<file path="src/design/sram_config.svh">
`ifndef SRAM_CONFIG_SVH
`define SRAM_CONFIG_SVH

`default_nettype none

// Word address width of the SRAM array
// 10 bits give 1024 words, so 4 KB of byte address space
`define SRAM_ADDR_BITS 10

// Number of words, derived from the address width
`define SRAM_DEPTH (1 << `SRAM_ADDR_BITS)

// Data width of one SRAM word
`define SRAM_DATA_BITS 32

// One byte enable per byte lane
`define SRAM_BE_BITS (`SRAM_DATA_BITS / 8)

// Access time in clock cycles
// rd_n must stay low this many cycles before rdata is valid
`define SRAM_TAA_CYCLES 3

// Write pulse width in clock cycles
// The array commits the write on the last edge of the pulse
`define SRAM_WE_CYCLES 2

`default_nettype wire

`endif

</file>
<file path="src/design/sram_pkg.sv">
`include "sram_config.svh"
`default_nettype none

package sram_pkg;

  // AXI response codes used by the bridge
  typedef enum logic [1:0] {
    OKAY   = 2'b00,
    SLVERR = 2'b10
  } axi_resp_t;

  // Sequencer states
  typedef enum logic [1:0] {
    IDLE  = 2'b00,
    WRITE = 2'b01,
    READ  = 2'b10,
    DONE  = 2'b11
  } seq_state_t;

  // One SRAM access, issued by the AXI slave
  typedef struct packed {
    logic                       is_write;
    logic [`SRAM_ADDR_BITS-1:0] addr;
    logic [`SRAM_DATA_BITS-1:0] wdata;
    logic [`SRAM_BE_BITS-1:0]   be;
  } sram_req_t;

  // Result of one access
  // err marks a read of an unwritten word or a read strobe that was too short
  typedef struct packed {
    logic [`SRAM_DATA_BITS-1:0] rdata;
    logic                       err;
  } sram_rsp_t;

endpackage

`default_nettype wire

</file>
<file path="src/design/sram_bus_if.sv">
`timescale 1ns/10ps
`include "sram_config.svh"
`default_nettype none

// SRAM pin bundle, all strobes active low
interface sram_bus_if;

  logic                       ce_n;
  logic                       we_n;
  logic                       rd_n;
  logic [`SRAM_ADDR_BITS-1:0] addr;
  logic [`SRAM_BE_BITS-1:0]   be;
  logic [`SRAM_DATA_BITS-1:0] wdata;
  logic [`SRAM_DATA_BITS-1:0] rdata;
  logic                       rerr;

  // Sequencer side
  modport controller (
    output ce_n, we_n, rd_n, addr, be, wdata,
    input  rdata, rerr
  );

  // Memory side
  modport memory (
    input  ce_n, we_n, rd_n, addr, be, wdata,
    output rdata, rerr
  );

endinterface

`default_nettype wire

</file>
<file path="src/design/sram_timing_ctrl.sv">
`timescale 1ns/10ps
`include "sram_config.svh"
`default_nettype none

module sram_timing_ctrl (
  input  logic                oe_n,
  input  logic                rst,
  input  logic                req_valid,
  input  sram_pkg::sram_req_t req,
  output logic                done,
  output sram_pkg::sram_rsp_t rsp,
  sram_bus_if.controller      bus
);
  import sram_pkg::*;

  localparam int MAX_CYC = (`SRAM_TAA_CYCLES > `SRAM_WE_CYCLES) ?
                           `SRAM_TAA_CYCLES : `SRAM_WE_CYCLES;
  localparam int CNT_W = $clog2(MAX_CYC + 1);

  // Counter values on the last edge of each strobe
  localparam logic [CNT_W-1:0] WE_LAST  = CNT_W'(`SRAM_WE_CYCLES - 1);
  localparam logic [CNT_W-1:0] TAA_LAST = CNT_W'(`SRAM_TAA_CYCLES - 1);

  seq_state_t       state;
  logic [CNT_W-1:0] cyc_cnt;
  sram_req_t        req_q;

  always_ff @(posedge oe_n) begin
    if (rst) begin
      state   <= IDLE;
      cyc_cnt <= '0;
    end else begin
      case (state)
        IDLE: begin
          if (req_valid) begin
            state   <= req.is_write ? WRITE : READ;
            cyc_cnt <= '0;
          end
        end
        WRITE: begin
          if (cyc_cnt == WE_LAST) begin
            state <= DONE;
          end else begin
            cyc_cnt <= cyc_cnt + 1'b1;
          end
        end
        READ: begin
          if (cyc_cnt == TAA_LAST) begin
            state <= DONE;
          end else begin
            cyc_cnt <= cyc_cnt + 1'b1;
          end
        end
        default: state <= IDLE;
      endcase
    end
  end

  // Address and data are latched once and held for the whole strobe
  always_ff @(posedge oe_n) begin
    if (state == IDLE && req_valid) begin
      req_q <= req;
    end
    if (state == READ && cyc_cnt == TAA_LAST) begin
      rsp.rdata <= bus.rdata;
      rsp.err   <= bus.rerr;
    end else if (state == WRITE && cyc_cnt == WE_LAST) begin
      rsp <= '0;
    end
  end

  assign bus.ce_n  = !(state == WRITE || state == READ);
  assign bus.we_n  = (state != WRITE);
  assign bus.rd_n  = (state != READ);
  assign bus.addr  = req_q.addr;
  assign bus.wdata = req_q.wdata;
  assign bus.be    = req_q.be;

  assign done = (state == DONE);

endmodule

`default_nettype wire

</file>
<file path="src/flat_wrapper.sv">
// flat-port wrapper written by rule: the top's interface ports become plain ports
module sram_timing_ctrl_flat import sram_pkg::*;
  (oe_n, rst, req_valid, req, done, rsp, bus_ce_n, bus_we_n, bus_rd_n, bus_addr, bus_be, bus_wdata, bus_rdata, bus_rerr);
  sram_bus_if bus_i ();
  input  logic oe_n;
  input  logic rst;
  input  logic req_valid;
  input  sram_pkg::sram_req_t req;
  output logic done;
  output sram_pkg::sram_rsp_t rsp;
  output wire logic [$bits(bus_i.ce_n)-1:0] bus_ce_n;
  output wire logic [$bits(bus_i.we_n)-1:0] bus_we_n;
  output wire logic [$bits(bus_i.rd_n)-1:0] bus_rd_n;
  output wire logic [$bits(bus_i.addr)-1:0] bus_addr;
  output wire logic [$bits(bus_i.be)-1:0] bus_be;
  output wire logic [$bits(bus_i.wdata)-1:0] bus_wdata;
  input wire logic [$bits(bus_i.rdata)-1:0] bus_rdata;
  input wire logic [$bits(bus_i.rerr)-1:0] bus_rerr;
  assign bus_ce_n = bus_i.ce_n;
  assign bus_we_n = bus_i.we_n;
  assign bus_rd_n = bus_i.rd_n;
  assign bus_addr = bus_i.addr;
  assign bus_be = bus_i.be;
  assign bus_wdata = bus_i.wdata;
  assign bus_i.rdata = bus_rdata;
  assign bus_i.rerr = bus_rerr;
  sram_timing_ctrl u_core (.oe_n(oe_n), .rst(rst), .req_valid(req_valid), .req(req), .done(done), .rsp(rsp), .bus(bus_i));
endmodule
</file>
<file path="config.mk">
export PLATFORM = sky130hd
export DESIGN_NAME = sram_timing_ctrl_flat
export DESIGN_NICKNAME = d
export VERILOG_FILES = /design/src/design/sram_pkg.sv /design/src/design/sram_bus_if.sv /design/src/design/sram_timing_ctrl.sv /design/src/flat_wrapper.sv
export VERILOG_INCLUDE_DIRS = /design/src /design/src/design
export SDC_FILE = /design/constraint.sdc
export NUM_CORES = 1
export LEC_CHECK = 0
export ABC_AREA = 1
export ABC_CLOCK_PERIOD_IN_PS = 1900
export BUFFER_PORTS_ARGS = -buffer_cell sky130_fd_sc_hd__buf_2
export CAP_MARGIN = 20
export CORE_MARGIN = 2
export CORE_UTILIZATION = 40
export DETAILED_ROUTE_END_ITERATION = 16
export PLACE_DENSITY = 0.76
export SKIP_CTS_REPAIR_TIMING = 1
export SYNTH_ARGS = -nofsm -noshare
export SYNTH_HDL_FRONTEND = slang
export SYNTH_SLANG_ARGS = --single-unit
</file>
<file path="constraint.sdc">
create_clock -name oe_n -period 1.9 [get_ports oe_n]
set_clock_uncertainty 0.1 [all_clocks]
set_input_delay 0.095 -clock oe_n [delete_from_list [all_inputs] [get_ports oe_n]]
set_output_delay 0.095 -clock oe_n [all_outputs]
set_load 0.005 [all_outputs]
</file>
Word-level counts from Yosys, hierarchy flattened. Index checks and enable logic that the tools add are counted.

Equality and inequality tests: 12. Bitwise operators: 0. Reductions and logical operators: 10. Multiply operators: 0. Shift operators: 0. Div/mod/pow operators: 0. Magnitude comparators: 0. Mux-type cells: 11. $add $sub $neg: 1.

Operator list (number): 33-bit 2-to-1 mux (2); 2-bit 2-to-1 mux (7); 2-bit != test (second input constant) (6); 2-bit one-hot mux with 3 select lines (2); 2-bit equality test (second input constant) (3); 2-bit by 1-bit equality test with 1-bit output (second input constant) (2); 4-bit AND reduction (1); 1-bit logical AND (3); 3-bit AND reduction (1); 3-bit nonzero test (1); 2-bit by 1-bit adder with 2-bit output (second input constant) (1); 2-bit zero test (1); 2-bit by 1-bit != test with 1-bit output (second input constant) (1); 2-bit nonzero test (1); 1-bit zero test (1); 1-bit logical OR (1).

Register bits: 83. Bits in writable memories: 0. Output and inout port bits: 83. Bits in read-only memories: 0. Word-level logic and storage cells: 41. Memories kept: 0. Latch bits: 0.

Depth between registers and ports, before layout.
Depth after elaboration: 4. Gate-level depth with buffers: 8. Gate-level depth less buffers: 8.

Worst setup path before layout. No wires, ideal clock.

Path type: register to register. Start point: register u_core.state[0]. End point: register u_core.rsp[0] (netlist name). Buffers on the path: 1. Stages on the path, launching flop included: 6. Data required time: 1315 ps. Data arrival time: 1569 ps. Path slack: -255 ps. Period minus slack after synthesis: 2155 ps. Library setup time: 485 ps. Cells stage by stage: dfxtp_1 -> inv_1 -> ha_1 -> nand2_4 -> buf_2 -> nand2_1.

Longest elaborated chain between the ends: 3. Elaborated cells on any way between the ends: 5. Those cells by class: 2 x eq/ne; 3 x reduce/logical.

Ends and longest elaborated chain: from (decl) (line sram_timing_ctrl.sv:24) `seq_state_t state;`; from (signal assigned) (line sram_timing_ctrl.sv:36) `state <= req.is_write ? WRITE : READ;`; 2-bit by 1-bit equality test with 1-bit output or 2-bit equality test (tied branches) (line sram_timing_ctrl.sv:67, sram_timing_ctrl.sv:64); 1-bit logical AND, on equally long branches (line sram_timing_ctrl.sv:67, sram_timing_ctrl.sv:64); 2-bit nonzero test (no line) (*).

Every way passes the cells marked *; elsewhere a longest branch is shown, timed or not. A chain may end at the register's enable or synchronous reset.

Worst setup path after layout.
Start point: register u_core.state[0]. End point: register u_core.req_q, in the netlist u_core.bus.addr[7], enable pin.

Longest elaborated chain between the ends: 2.

Ends and longest elaborated chain: 2-bit zero test (line sram_timing_ctrl.sv:61) `if (state == IDLE && req_valid) begin`; 1-bit logical AND (line sram_timing_ctrl.sv:61); to (signal assigned) (line sram_timing_ctrl.sv:62) `req_q <= req;`; to (decl) (line sram_timing_ctrl.sv:26) `sram_req_t req_q;`.

No other way between the ends.

==> results.py <==
metrics = {
    "setup_path": {
        "crit_arrival_ps": 1700,
        "critical_path.endpoint_type": "register",
        "r2r_setup_slack_ps": 200,
        "worst_r2r_startpoint": "u_core.state[0]",
        "worst_setup_path_startpoint": "u_core.state[0]",
        "crit_start_category": "register",
        "setup.worst_path.class": "reg -> reg",
        "critPathMaxFanout": 10,
        "cp.required_ps": 1900,
    },
    "timing": {
        "fin_setup_tns_ps": 0,
        "clock.fmax_ghz": 0.588,
        "period_needed_ps": 1700,
        "hold_violations": 0,
        "max_slew.worst_pin.slew_ps": 251,
        "slew_viol_final": 0,
        "share_of_the_cycle_needed_by_the_critical_path_after_routing_pct": 89.5,
        "setup_violations": 0,
        "relSlewSlack_pct": 83.3,
        "worst_hold_slack_ps": 1.42,
        "rsz0062_at_grt": "false",
    },
    "yosys": {
        "postSynth.topFlopCell": "edfxtp_1",
        "postSynthRegisterBits": 83,
        "synthDominantCellAreaShare_pct": 78.1,
        "synth_edf_count": 79,
        "synth.area.top_cells": "edfxtp_1 (78%), inv_1 (5.8%), nor2_1 (5.1%)",
        "synth_most_common_cell": "edfxtp_1",
        "synth_top_cells_by_count": "edfxtp_1 (79), inv_1 (47), nor2_1 (41), nand2_1 (15), ha_1 (9)",
        "synth.yosys.seq_area_share_pct": 80.7,
        "syn_avg_cell_area_um2": 14.6,
        "yosys_warning_count": 0,
        "asyncSetResetFlopFracSynth_pct": 0,
        "netlist_instances": 208,
        "post_synth_instance_area_um2": 3040,
        "syn-num-nets": 300,
        "biggest_area_consumer_among_synthesized_cells": "edfxtp_1",
        "post_synth_num_cell_types": 15,
    },
    "clocking": {
        "worstSkewPairLatency_ps": 350,
        "clock_tree_from_tritoncts": "done",
        "cts-root-buf": "clkbuf_8",
        "max-clock-path-buffers": 2,
        "cts-buffers-inserted": 9,
        "clk_pin_slew_worst_paths_ps": 80,
        "cts-htree-levels": 3,
        "cts.sink_count": 83,
    },
    "placement": {
        "dp_cells": 474,
        "place_congestion": 0.821,
        "post-dp-hpwl_um": 5040,
        "portbufs": 165,
    },
    "min_path": {
        "min_from": "bus_rdata[9]",
        "worst_hold_class": "in -> reg",
    },
    "floorplan": {
        "floorplan.core_area_um2": 7290,
        "number_of_placement_rows": 31,
        "floorplan.io_pins": 166,
        "overall_die_area_um2": 8310,
        "die_h_um": 91.2,
        "die_w_um": 91.2,
        "initial_core_util_pct": 41.7,
    },
    "finish": {
        "antenna-diode-count": 0,
        "drive_above_1_share_pct": 41.6,
        "areaGrowthSynthToFinish_pct": 65.0,
        "finalNetCount": 556,
        "layout.filler_cells": 526,
        "final_instance_count_excl_fillers": 568,
    },
    "route": {
        "dr_iter_0_viols": 123,
        "finalWirelength_um": 8690,
        "post_drt_wl_per_cell_um": 15.3,
        "detail-route-antenna-nets": 0,
        "drcViolationCount": 0,
        "via_count": 2458,
        "drt_pre_antenna_iters": 4,
        "viasPerCell": 4.33,
    },
    "global_route": {
        "grt_overflow": 0,
        "global_route_wire_length_before_repair_um": 9920,
        "vias_in_the_first_global_route": 1990,
        "maximum_number_of_pins_on_one_net_before_global_route_repair": 30,
        "antenna_found_initial": 0,
        "grt_use_total_pct": 16.3,
    },
    "outcome": {
        "run_status": "finished, final reports clean",
    },
    "power": {
        "power-per-cell-area_nw_per_um2": 1030,
        "vdd_drop_max_uv": 515,
        "cellLeakagePower_uw": 0.00234,
    },
    "job": {
        "cap_viol_max_count": 0,
    },
}
==> path summary, 6_finish.rpt <==
kind | endpoint | depth (start not counted)
worst max-delay path | u_core.bus.addr[7] | 5
worst min-delay path | u_core.rsp[10] | 3
worst max register to register | u_core.bus.addr[7] | 5
worst min register to register | u_core.cyc_cnt[1] | 2
==> layout make-up <==
type                    count  area, um2  share of cell area (%)
inverters                  47        180                    3.59
flip-flops and latches     83       2450                    49.0
clock buffers              10        128                    2.54
repair buffers            248       1660                    33.0
clock inverters             6       73.8                    1.47
well taps                  99        124                    2.47
multi-input cells          75        398                    7.93
==> cell usage in the layout (no fill, tap or decap), types with 3 or more instances in the layout <==
master and count:
buf_2 165, buf_4 4, clkbuf_8 9, clkinv_4 3, dlygate4sd3_1 78, edfxtp_1 79
ha_1 9, inv_1 46, nand2_1 14, nand2_2 3, nor2_1 41
==> critical path, cell delays in order, from the launching register on <==
cell and delay [ps]:
dfxtp_2 380, inv_1 100, ha_1 250, nand2_1 110, clkinvlp_4 250, buf_4 270
==> metrics by stage <==
step	total power, uW	setup slack (ps)	util (%)	area (um2)
global placement	3720	263	55.3	4030
global route	5440	81.7	68.8	5010
finish	5140	200	68.8	5010
CTS	5010	192	58.1	4230
floorplan	3170	4.56	-	3050
detailed placement	3760	210	55.3	4030
==> flip-flops by register name, summed over array words and instances (netlist names) <==
register and cells:
u_core.rsp 33, u_core.bus.wdata 32, u_core.bus.addr 10, u_core.bus.be 4
u_core.cyc_cnt 2, u_core.state 2
==> where the power goes <==
part / total [uW] / internal (uW) / leakage [uW] / switching, uW
logic: 1290 / 583 / 0.00147 / 707
registers: 2570 / 2450 / 0.000776 / 124
clock network: 1280 / 624 / 0.000101 / 658
==> kinds of logic (layout without fill, tap and decap cells) <==
family | Yosys count | in the layout | synth area share [%]
AO/OA/AOI/OAI | 3 | 3 | 0.700
buffers and inverters | 50 | 311 | 6.30
AND/OR/NAND/NOR | 63 | 63 | 8.60
adder cells (fa/ha/maj) | 9 | 9 | 3.71
flip-flops | 83 | 83 | 80.7
==> layer usage <==
metal	wire, um	global-route usage, %	up-vias
met1	3040	17.2	1130
met4	236	5.81	0
met5	0	0	-
met2	4780	28.1	132
met3	636	7.97	15
li1	-	-	1181
Note: power is estimated with default switching activity, not from simulation.
