### src/design/sram_config.svh
`ifndef SRAM_CONFIG_SVH
`define SRAM_CONFIG_SVH

`default_nettype none

// Word address width of the SRAM array
// 10 bits give 1024 words, so 4 KB of byte address space
`define SRAM_ADDR_BITS 10

// Number of words, derived from the address width
`define SRAM_DEPTH (1 << `SRAM_ADDR_BITS)

// Data width of one SRAM word
`define SRAM_DATA_BITS 32

// One byte enable per byte lane
`define SRAM_BE_BITS (`SRAM_DATA_BITS / 8)

// Access time in clock cycles
// rd_n must stay low this many cycles before rdata is valid
`define SRAM_TAA_CYCLES 3

// Write pulse width in clock cycles
// The array commits the write on the last edge of the pulse
`define SRAM_WE_CYCLES 2

`default_nettype wire

`endif

### src/design/sram_pkg.sv
`include "sram_config.svh"
`default_nettype none

package sram_pkg;

  // AXI response codes used by the bridge
  typedef enum logic [1:0] {
    OKAY   = 2'b00,
    SLVERR = 2'b10
  } axi_resp_t;

  // Sequencer states
  typedef enum logic [1:0] {
    IDLE  = 2'b00,
    WRITE = 2'b01,
    READ  = 2'b10,
    DONE  = 2'b11
  } seq_state_t;

  // One SRAM access, issued by the AXI slave
  typedef struct packed {
    logic                       is_write;
    logic [`SRAM_ADDR_BITS-1:0] addr;
    logic [`SRAM_DATA_BITS-1:0] wdata;
    logic [`SRAM_BE_BITS-1:0]   be;
  } sram_req_t;

  // Result of one access
  // err marks a read of an unwritten word or a read strobe that was too short
  typedef struct packed {
    logic [`SRAM_DATA_BITS-1:0] rdata;
    logic                       err;
  } sram_rsp_t;

endpackage

`default_nettype wire

### src/design/axil_sram_slave.sv
`timescale 1ns/10ps
`include "sram_config.svh"
`default_nettype none

module axil_sram_slave (
  input  logic                       oe_n,
  input  logic                       rst,
  // Write address channel
  input  logic [31:0]                awaddr,
  input  logic                       awvalid,
  output logic                       awready,
  // Write data channel
  input  logic [`SRAM_DATA_BITS-1:0] wdata,
  input  logic [`SRAM_BE_BITS-1:0]   wstrb,
  input  logic                       wvalid,
  output logic                       wready,
  // Write response channel
  output sram_pkg::axi_resp_t        bresp,
  output logic                       bvalid,
  input  logic                       bready,
  // Read address channel
  input  logic [31:0]                araddr,
  input  logic                       arvalid,
  output logic                       arready,
  // Read data channel
  output logic [`SRAM_DATA_BITS-1:0] rdata,
  output sram_pkg::axi_resp_t        rresp,
  output logic                       rvalid,
  input  logic                       rready,
  // Sequencer side
  output logic                       req_valid,
  output sram_pkg::sram_req_t        req,
  input  logic                       done,
  input  sram_pkg::sram_rsp_t        rsp
);
  import sram_pkg::*;

  // First byte address bit above the memory
  localparam int ADDR_HI = `SRAM_ADDR_BITS + 2;

  logic busy;
  logic idle;
  logic wr_go;
  logic rd_go;
  logic aw_in_range;
  logic ar_in_range;
  // Out-of-range access waiting one cycle for its response
  logic oor_q;

  // Idle only when nothing is in flight and no response is pending
  assign idle = !busy && !bvalid && !rvalid;

  // Write pair wins over a read in the same cycle
  assign wr_go = idle && awvalid && wvalid;
  assign rd_go = idle && arvalid && !(awvalid && wvalid);

  assign awready = wr_go;
  assign wready  = wr_go;
  assign arready = rd_go;

  // Any bit above the word range set means out of range
  assign aw_in_range = (awaddr[31:ADDR_HI] == '0);
  assign ar_in_range = (araddr[31:ADDR_HI] == '0);

  always_ff @(posedge oe_n) begin
    if (rst) begin
      busy      <= 1'b0;
      req_valid <= 1'b0;
      oor_q     <= 1'b0;
      bvalid    <= 1'b0;
      rvalid    <= 1'b0;
    end else begin
      req_valid <= 1'b0;
      oor_q     <= 1'b0;
      if (wr_go) begin
        busy <= 1'b1;
        if (aw_in_range) begin
          req_valid <= 1'b1;
        end else begin
          // Answered here without an SRAM access
          oor_q <= 1'b1;
        end
      end else if (rd_go) begin
        busy <= 1'b1;
        if (ar_in_range) begin
          req_valid <= 1'b1;
        end else begin
          oor_q <= 1'b1;
        end
      end
      if (done || oor_q) begin
        busy <= 1'b0;
        if (req.is_write) begin
          bvalid <= 1'b1;
        end else begin
          rvalid <= 1'b1;
        end
      end
      if (bvalid && bready) begin
        bvalid <= 1'b0;
      end
      if (rvalid && rready) begin
        rvalid <= 1'b0;
      end
    end
  end

  // Request and response payload
  always_ff @(posedge oe_n) begin
    if (wr_go) begin
      req.is_write <= 1'b1;
      req.addr     <= awaddr[ADDR_HI-1:2];
      req.wdata    <= wdata;
      req.be       <= wstrb;
      bresp        <= aw_in_range ? OKAY : SLVERR;
    end else if (rd_go) begin
      req.is_write <= 1'b0;
      req.addr     <= araddr[ADDR_HI-1:2];
      req.wdata    <= '0;
      req.be       <= '0;
      rresp        <= SLVERR;
      rdata        <= '0;
    end
    if (done && !req.is_write) begin
      rresp <= rsp.err ? SLVERR : OKAY;
      rdata <= rsp.rdata;
    end
  end

endmodule

`default_nettype wire

### config.mk
export PLATFORM = sky130hd
export DESIGN_NAME = axil_sram_slave
export DESIGN_NICKNAME = d
export VERILOG_FILES = /design/src/design/sram_pkg.sv /design/src/design/axil_sram_slave.sv
export VERILOG_INCLUDE_DIRS = /design/src /design/src/design
export SDC_FILE = /design/constraint.sdc
export NUM_CORES = 1
export LEC_CHECK = 0
export ABC_AREA = 1
export BUFFER_PORTS_ARGS = -buffer_cell sky130_fd_sc_hd__buf_2
export CORE_MARGIN = 4
export CORE_UTILIZATION = 46
export DETAILED_ROUTE_END_ITERATION = 6
export PLACE_DENSITY = 0.85
export SLEW_MARGIN = 20
export SYNTH_ARGS = -nofsm -noshare
export SYNTH_HDL_FRONTEND = slang
export SYNTH_SLANG_ARGS = --single-unit
### constraint.sdc
create_clock -name oe_n -period 7.35 [get_ports oe_n]
set_input_delay 0 -clock oe_n [delete_from_list [all_inputs] [get_ports oe_n]]
set_output_delay 0 -clock oe_n [all_outputs]
set_load 0.05 [all_outputs]
# ---- After elaboration in Yosys (flattened, before gate mapping)
# Index checks and enable logic that the tools add are counted.
dict set report classes {
  n_bitwise 1
  mux 20
  n_eq_ne 1
  reduce_logical 26
}
# operator count
set op_table {}
lappend op_table {{32-bit 2-to-1 mux} 3}
lappend op_table {{46-bit 2-to-1 mux} 2}
lappend op_table {{20-bit logical NOT} 2}
lappend op_table {{1-bit logical AND} 10}
lappend op_table {{1-bit 2-to-1 mux} 10}
lappend op_table {{2-bit 2-to-1 mux} 5}
lappend op_table {{2-bit AND reduction} 3}
lappend op_table {{2-bit OR reduction} 3}
lappend op_table {{1-bit logical NOT} 5}
lappend op_table {{2-bit nonzero test} 2}
lappend op_table {{2-bit by 1-bit != test with 1-bit output, second input constant} 1}
lappend op_table {{1-bit logical OR} 1}
lappend op_table {{1-bit inverter} 1}
dict set report totals {
  word_cells 60
  reg_bits 88
  inputBits 141
}

# ---- Logic depth before layout (Yosys ltp)
dict set report depth {
  word_depth 8
  depth_mapped 6
}

# ---- Worst setup path after synthesis
# Ideal clock, no wire load.
dict set report synth_path {
  kind {reg2reg}
  start {reg rvalid}
  end {reg rdata[0], enable pin}
  path_stages_with_launch 4
  setup_ns 0.469
  arrival_ns 3.158
  slack_ns 3.723
  cell_sequence {dfxtp_1 > nor2_4 > nand3_2 > o21ai_0}
}
dict set report synth_via {
  elab_chain_cells 6
  word_cells_on_any_way 9
}
# item line_no
set synth_rtl {}
lappend synth_rtl {{start: declaration} axil_sram_slave.sv:28} ;# output logic rvalid,
lappend synth_rtl {{start signal: assignment} axil_sram_slave.sv:71} ;# rvalid <= 1'b0;
lappend synth_rtl {{start signal: assignment} axil_sram_slave.sv:96} ;# rvalid <= 1'b1;
lappend synth_rtl {{start signal: assignment} axil_sram_slave.sv:103} ;# rvalid <= 1'b0;
lappend synth_rtl {{1-bit logical NOT *} axil_sram_slave.sv:51} ;# assign idle = !busy && !bvalid && !rvalid;
lappend synth_rtl {{1-bit logical AND *} axil_sram_slave.sv:51}
lappend synth_rtl {{1-bit logical AND, on equally long branches (2 in a row)} {axil_sram_slave.sv:54, axil_sram_slave.sv:55}}
lappend synth_rtl {{2-bit by 1-bit != test with 1-bit output (no line) / 2-bit nonzero test (equally long branches)} --}
lappend synth_rtl {{2-bit AND reduction (no line) *} --}
lappend synth_rtl {{end signal: assignment} axil_sram_slave.sv:126} ;# rdata <= rsp.rdata;
lappend synth_rtl {{end: declaration} axil_sram_slave.sv:26} ;# output logic [`SRAM_DATA_BITS-1:0] rdata,
# Mark *: on every way between the ends. The rest lies on a longest branch, timed or not.
# A chain may end at the register's enable or synchronous reset.

# ---- Final worst setup path
dict set report layout_path {
  start {reg rvalid}
  end {reg busy}
}
dict set report layout_via {
  elab_chain_cells 5
  word_cells_on_any_way 8
}
# item line_no
set layout_rtl {}
lappend layout_rtl {{1-bit logical NOT *} axil_sram_slave.sv:51}
lappend layout_rtl {{1-bit logical AND *} axil_sram_slave.sv:51}
lappend layout_rtl {{1-bit logical AND, on equally long branches (2 in a row)} {axil_sram_slave.sv:54, axil_sram_slave.sv:55}}
lappend layout_rtl {{1-bit 2-to-1 mux / 2-bit nonzero test (equally long branches)} --}
lappend layout_rtl {{end signal: assignment} axil_sram_slave.sv:67} ;# busy <= 1'b0;
lappend layout_rtl {{end signal: assignment} axil_sram_slave.sv:76} ;# busy <= 1'b1;
lappend layout_rtl {{end signal: assignment} axil_sram_slave.sv:84} ;# busy <= 1'b1;
lappend layout_rtl {{end: declaration} axil_sram_slave.sv:41} ;# logic busy;
# Marks and branches as above.

==> results.txt <==
The floorplan step set the die width to 97.5 µm. The combined area of all synthesized cells was 3680 µm². In this run the clock root is driven by a sky130_fd_sc_hd__clkbuf_8. In this run the power density over the cells is 312 nW/µm². The logs give 0 for the overall overflow remaining after global route and 0 for the number of antenna violations at the first check in global routing. Setup repair after global routing left no endpoint under its margin. The total routed wirelength was 12000 µm.

In this run the static leakage power is 3.01 nW. Detailed placement finished with a half-perimeter wire length of 7080 µm. The worst hold path belongs to the class in -> reg. For this configuration, the core starts out at a cell density of 47.4%.

The tools report the multi-input gate area in the final layout as 793 µm². The distinct cell type count of the synthesized netlist is 21, and the worst path setup slack after routing is 4690 ps. Ranked by total cell area, the synthesized netlist is headed by sky130_fd_sc_hd__edfxtp_1 (65%), sky130_fd_sc_hd__inv_1 (7.4%), sky130_fd_sc_hd__nor2_1 (6.6%), sky130_fd_sc_hd__nand2_1 (4.5%), sky130_fd_sc_hd__nor2_2 (3.7%).

The critical path in this run is classified as reg -> reg. Hold repair after CTS inserted 94 buffers. The worst pin sits at a relative slew slack of 26.7%. The tools report the type of origin of the critical path as a register.

The layout overhead on the synthesized area was 63.2%. In the finished design, the share of the clock period the worst path needs comes to 36.2%. After the first detailed-routing iteration, the DRC count stood at 132. The biggest area contributor in the post-synthesis netlist is sky130_fd_sc_hd__edfxtp_1.

Data on the critical path is required at its endpoint by 7580 ps. Global routing used 25.3% of the available tracks. In this run the standard cell core region covers 7770 µm².

Number of sinks on the clock net: 86. The run finished with clean final reports. Detailed routing inserted a total of 3487 vias. The global-route wire length before repair is 18500 µm. The worst hold path cell count came out at 3.

The fraction of final layout cells with drive strength greater than 1 works out to 42.3%. The number of buffers inserted by port buffering works out to 223. In the final routed layout, each cell accounts on average for 15.7 µm.

For the post-CTS setup buffer count, the log shows 0. Counting the fill cells in the layout gives 465. The tool flagged a number of max-cap violations equal to 0. The run gives 2520 µm² as the sequential cell area. The total of warnings raised by yosys was 0. The proportion of netlist area held by the largest area contributor was 65.2%; the largest driver fanout on the critical path was 48.

The run gives 0 as the hold violation total from the final report. The run gives 332 as the cell count after synthesis. Subtracting the final worst setup slack from the clock period gives 2660 ps.

Clock-pin slew was measured on the worst setup and hold paths at 90 ps. Summing the sequential cell areas from Yosys gives 68.5% of the chip area. The number of gates resized after CTS was 0. The clock latency on the worst-skew pair is 340 ps.

The maximum frequency from static timing analysis was 376 MHz; the via count of the first global-routing pass was 3839. Clock skew on the completed layout was measured at 8.18 ps. Using the TritonRoute via totals, the vias-per-cell ratio works out to 4.59. Number of cells traversed by the worst register-to-register path: 6. At the pin with the least slew margin, the transition time is 1100 ps. 230 I/O pins were placed. The H-tree was split into 3 levels. The floorplan has 32 rows.

TritonCTS created 9 clock buffers. TritonCTS built the clock tree. The run gives 4670 ps as the setup slack after placement.

The worst path arrival time is 2890 ps. The most frequent standard cell in the layout excluding fill and tap cells is sky130_fd_sc_hd__buf_2. The average instance in the mapped netlist occupies 11.1 µm². The max-slew violation count is 0, and the maximum number of pins on one net before global-route repair is 49.

The floorplan step set the die height to 97.5 µm. The worst setup path is captured at a register. The logs give 0.181 mV for the peak supply drop and 0 ps for the final total negative setup slack. The count of nets left with antenna violations once routing finished came out at 0.

The flop and latch count out of synthesis is 86. The area of the die is 9500 µm². The logs give 0 for the number of remaining DRC errors and 0.817 for the routability congestion estimate from global placement. Setup violations remaining at the end of the flow were counted as 0. 0 antenna diodes ended up in the layout.

The deepest clock path buffer count is 2. In the layout the commonest cells are sky130_fd_sc_hd__buf_2 (223), sky130_fd_sc_hd__dlygate4sd3_1 (94), sky130_fd_sc_hd__edfxtp_1 (80). The final layout contains 793 nets. For this run, the detailed router's first-pass iteration total came to 4.
final timing paths:
path,from,to,slack [ps]
max,rvalid,busy,4690
min,wdata[3],req[7],10
max reg2reg,rvalid,busy,4690
min reg2reg,req[46],req[46],540
routing by layer:
metal	up-vias	routed length [µm]	track usage [%]
met1	1614	3620	22.4
met5	-	0	0
li1	1651	-	-
met2	183	7070	52.2
met4	0	493	11.3
met3	39	769	5.74
critical path, cell delays in order, from the launching register on:
cell	delay, ps
sky130_fd_sc_hd__dfxtp_1	430
sky130_fd_sc_hd__nor2_4	60
sky130_fd_sc_hd__nand3_2	60
sky130_fd_sc_hd__buf_4	630
sky130_fd_sc_hd__nand2_2	850
sky130_fd_sc_hd__o211ai_1	450
sky130_fd_sc_hd__inv_1	60
cells by family (layout without fill, tap and decap cells):
family                 Yosys count  after routing  synth area share (%)
AOI/OAI and AO/OA                9              9                  1.29
other                            1              2                 0.102
buffers and inverters           85            409                  10.2
DFF                             86             86                  68.5
and+or+nand+nor                151            151                  19.9
synth_stat cells:
cell and n:
sky130_fd_sc_hd__a21oi_1 4, sky130_fd_sc_hd__and2_0 1, sky130_fd_sc_hd__and2_1 1, sky130_fd_sc_hd__buf_2 4
sky130_fd_sc_hd__buf_4 3, sky130_fd_sc_hd__buf_6 4, sky130_fd_sc_hd__buf_8 1, sky130_fd_sc_hd__conb_1 1
sky130_fd_sc_hd__dfxtp_1 6, sky130_fd_sc_hd__edfxtp_1 80, sky130_fd_sc_hd__inv_1 73, sky130_fd_sc_hd__nand2_1 44
sky130_fd_sc_hd__nand3_1 2, sky130_fd_sc_hd__nand3_2 2, sky130_fd_sc_hd__nand4_1 2, sky130_fd_sc_hd__nor2_1 65
sky130_fd_sc_hd__nor2_2 22, sky130_fd_sc_hd__nor2_4 11, sky130_fd_sc_hd__o211ai_1 1, sky130_fd_sc_hd__o21ai_0 4
sky130_fd_sc_hd__or2_2 1
registers in the layout, indices dropped and copies added, names as in the netlist:
register	cells
rdata	32
bresp	1
rresp	1
req	47
rvalid	1
bvalid	1
busy	1
oor_q	1
req_valid	1
final cells by class:
type                    count  area share, %
inverters                  73           4.56
clock inverters             5           1.37
well taps                 102           2.12
clock buffers              11           2.19
flip-flops and latches     86           42.0
repair buffers            320           34.6
multi-input cells         162           13.2
power breakdown:
part           internal (W)  switching [W]  total [W]
sequential         0.000693      0.0000375   0.000730
combinational      0.000175       0.000608   0.000783
clock              0.000193       0.000170   0.000363
total               0.00106       0.000815    0.00188
through the flow:
step                total power, W  utilization (%)  std cells  hold WS [ps]  instance area [µm²]
finish                     0.00188             77.4        759          10.8                 6010
CTS                        0.00186             77.4        759          7.00                 6010
global placement           0.00144             62.5        649           179                 4860
floorplan                  0.00129                -        333          69.1                 3690
detailed placement         0.00146             62.5        649           181                 4860
global route               0.00194             77.4        759          33.6                 6010
Power figures use the tool's default switching activity.
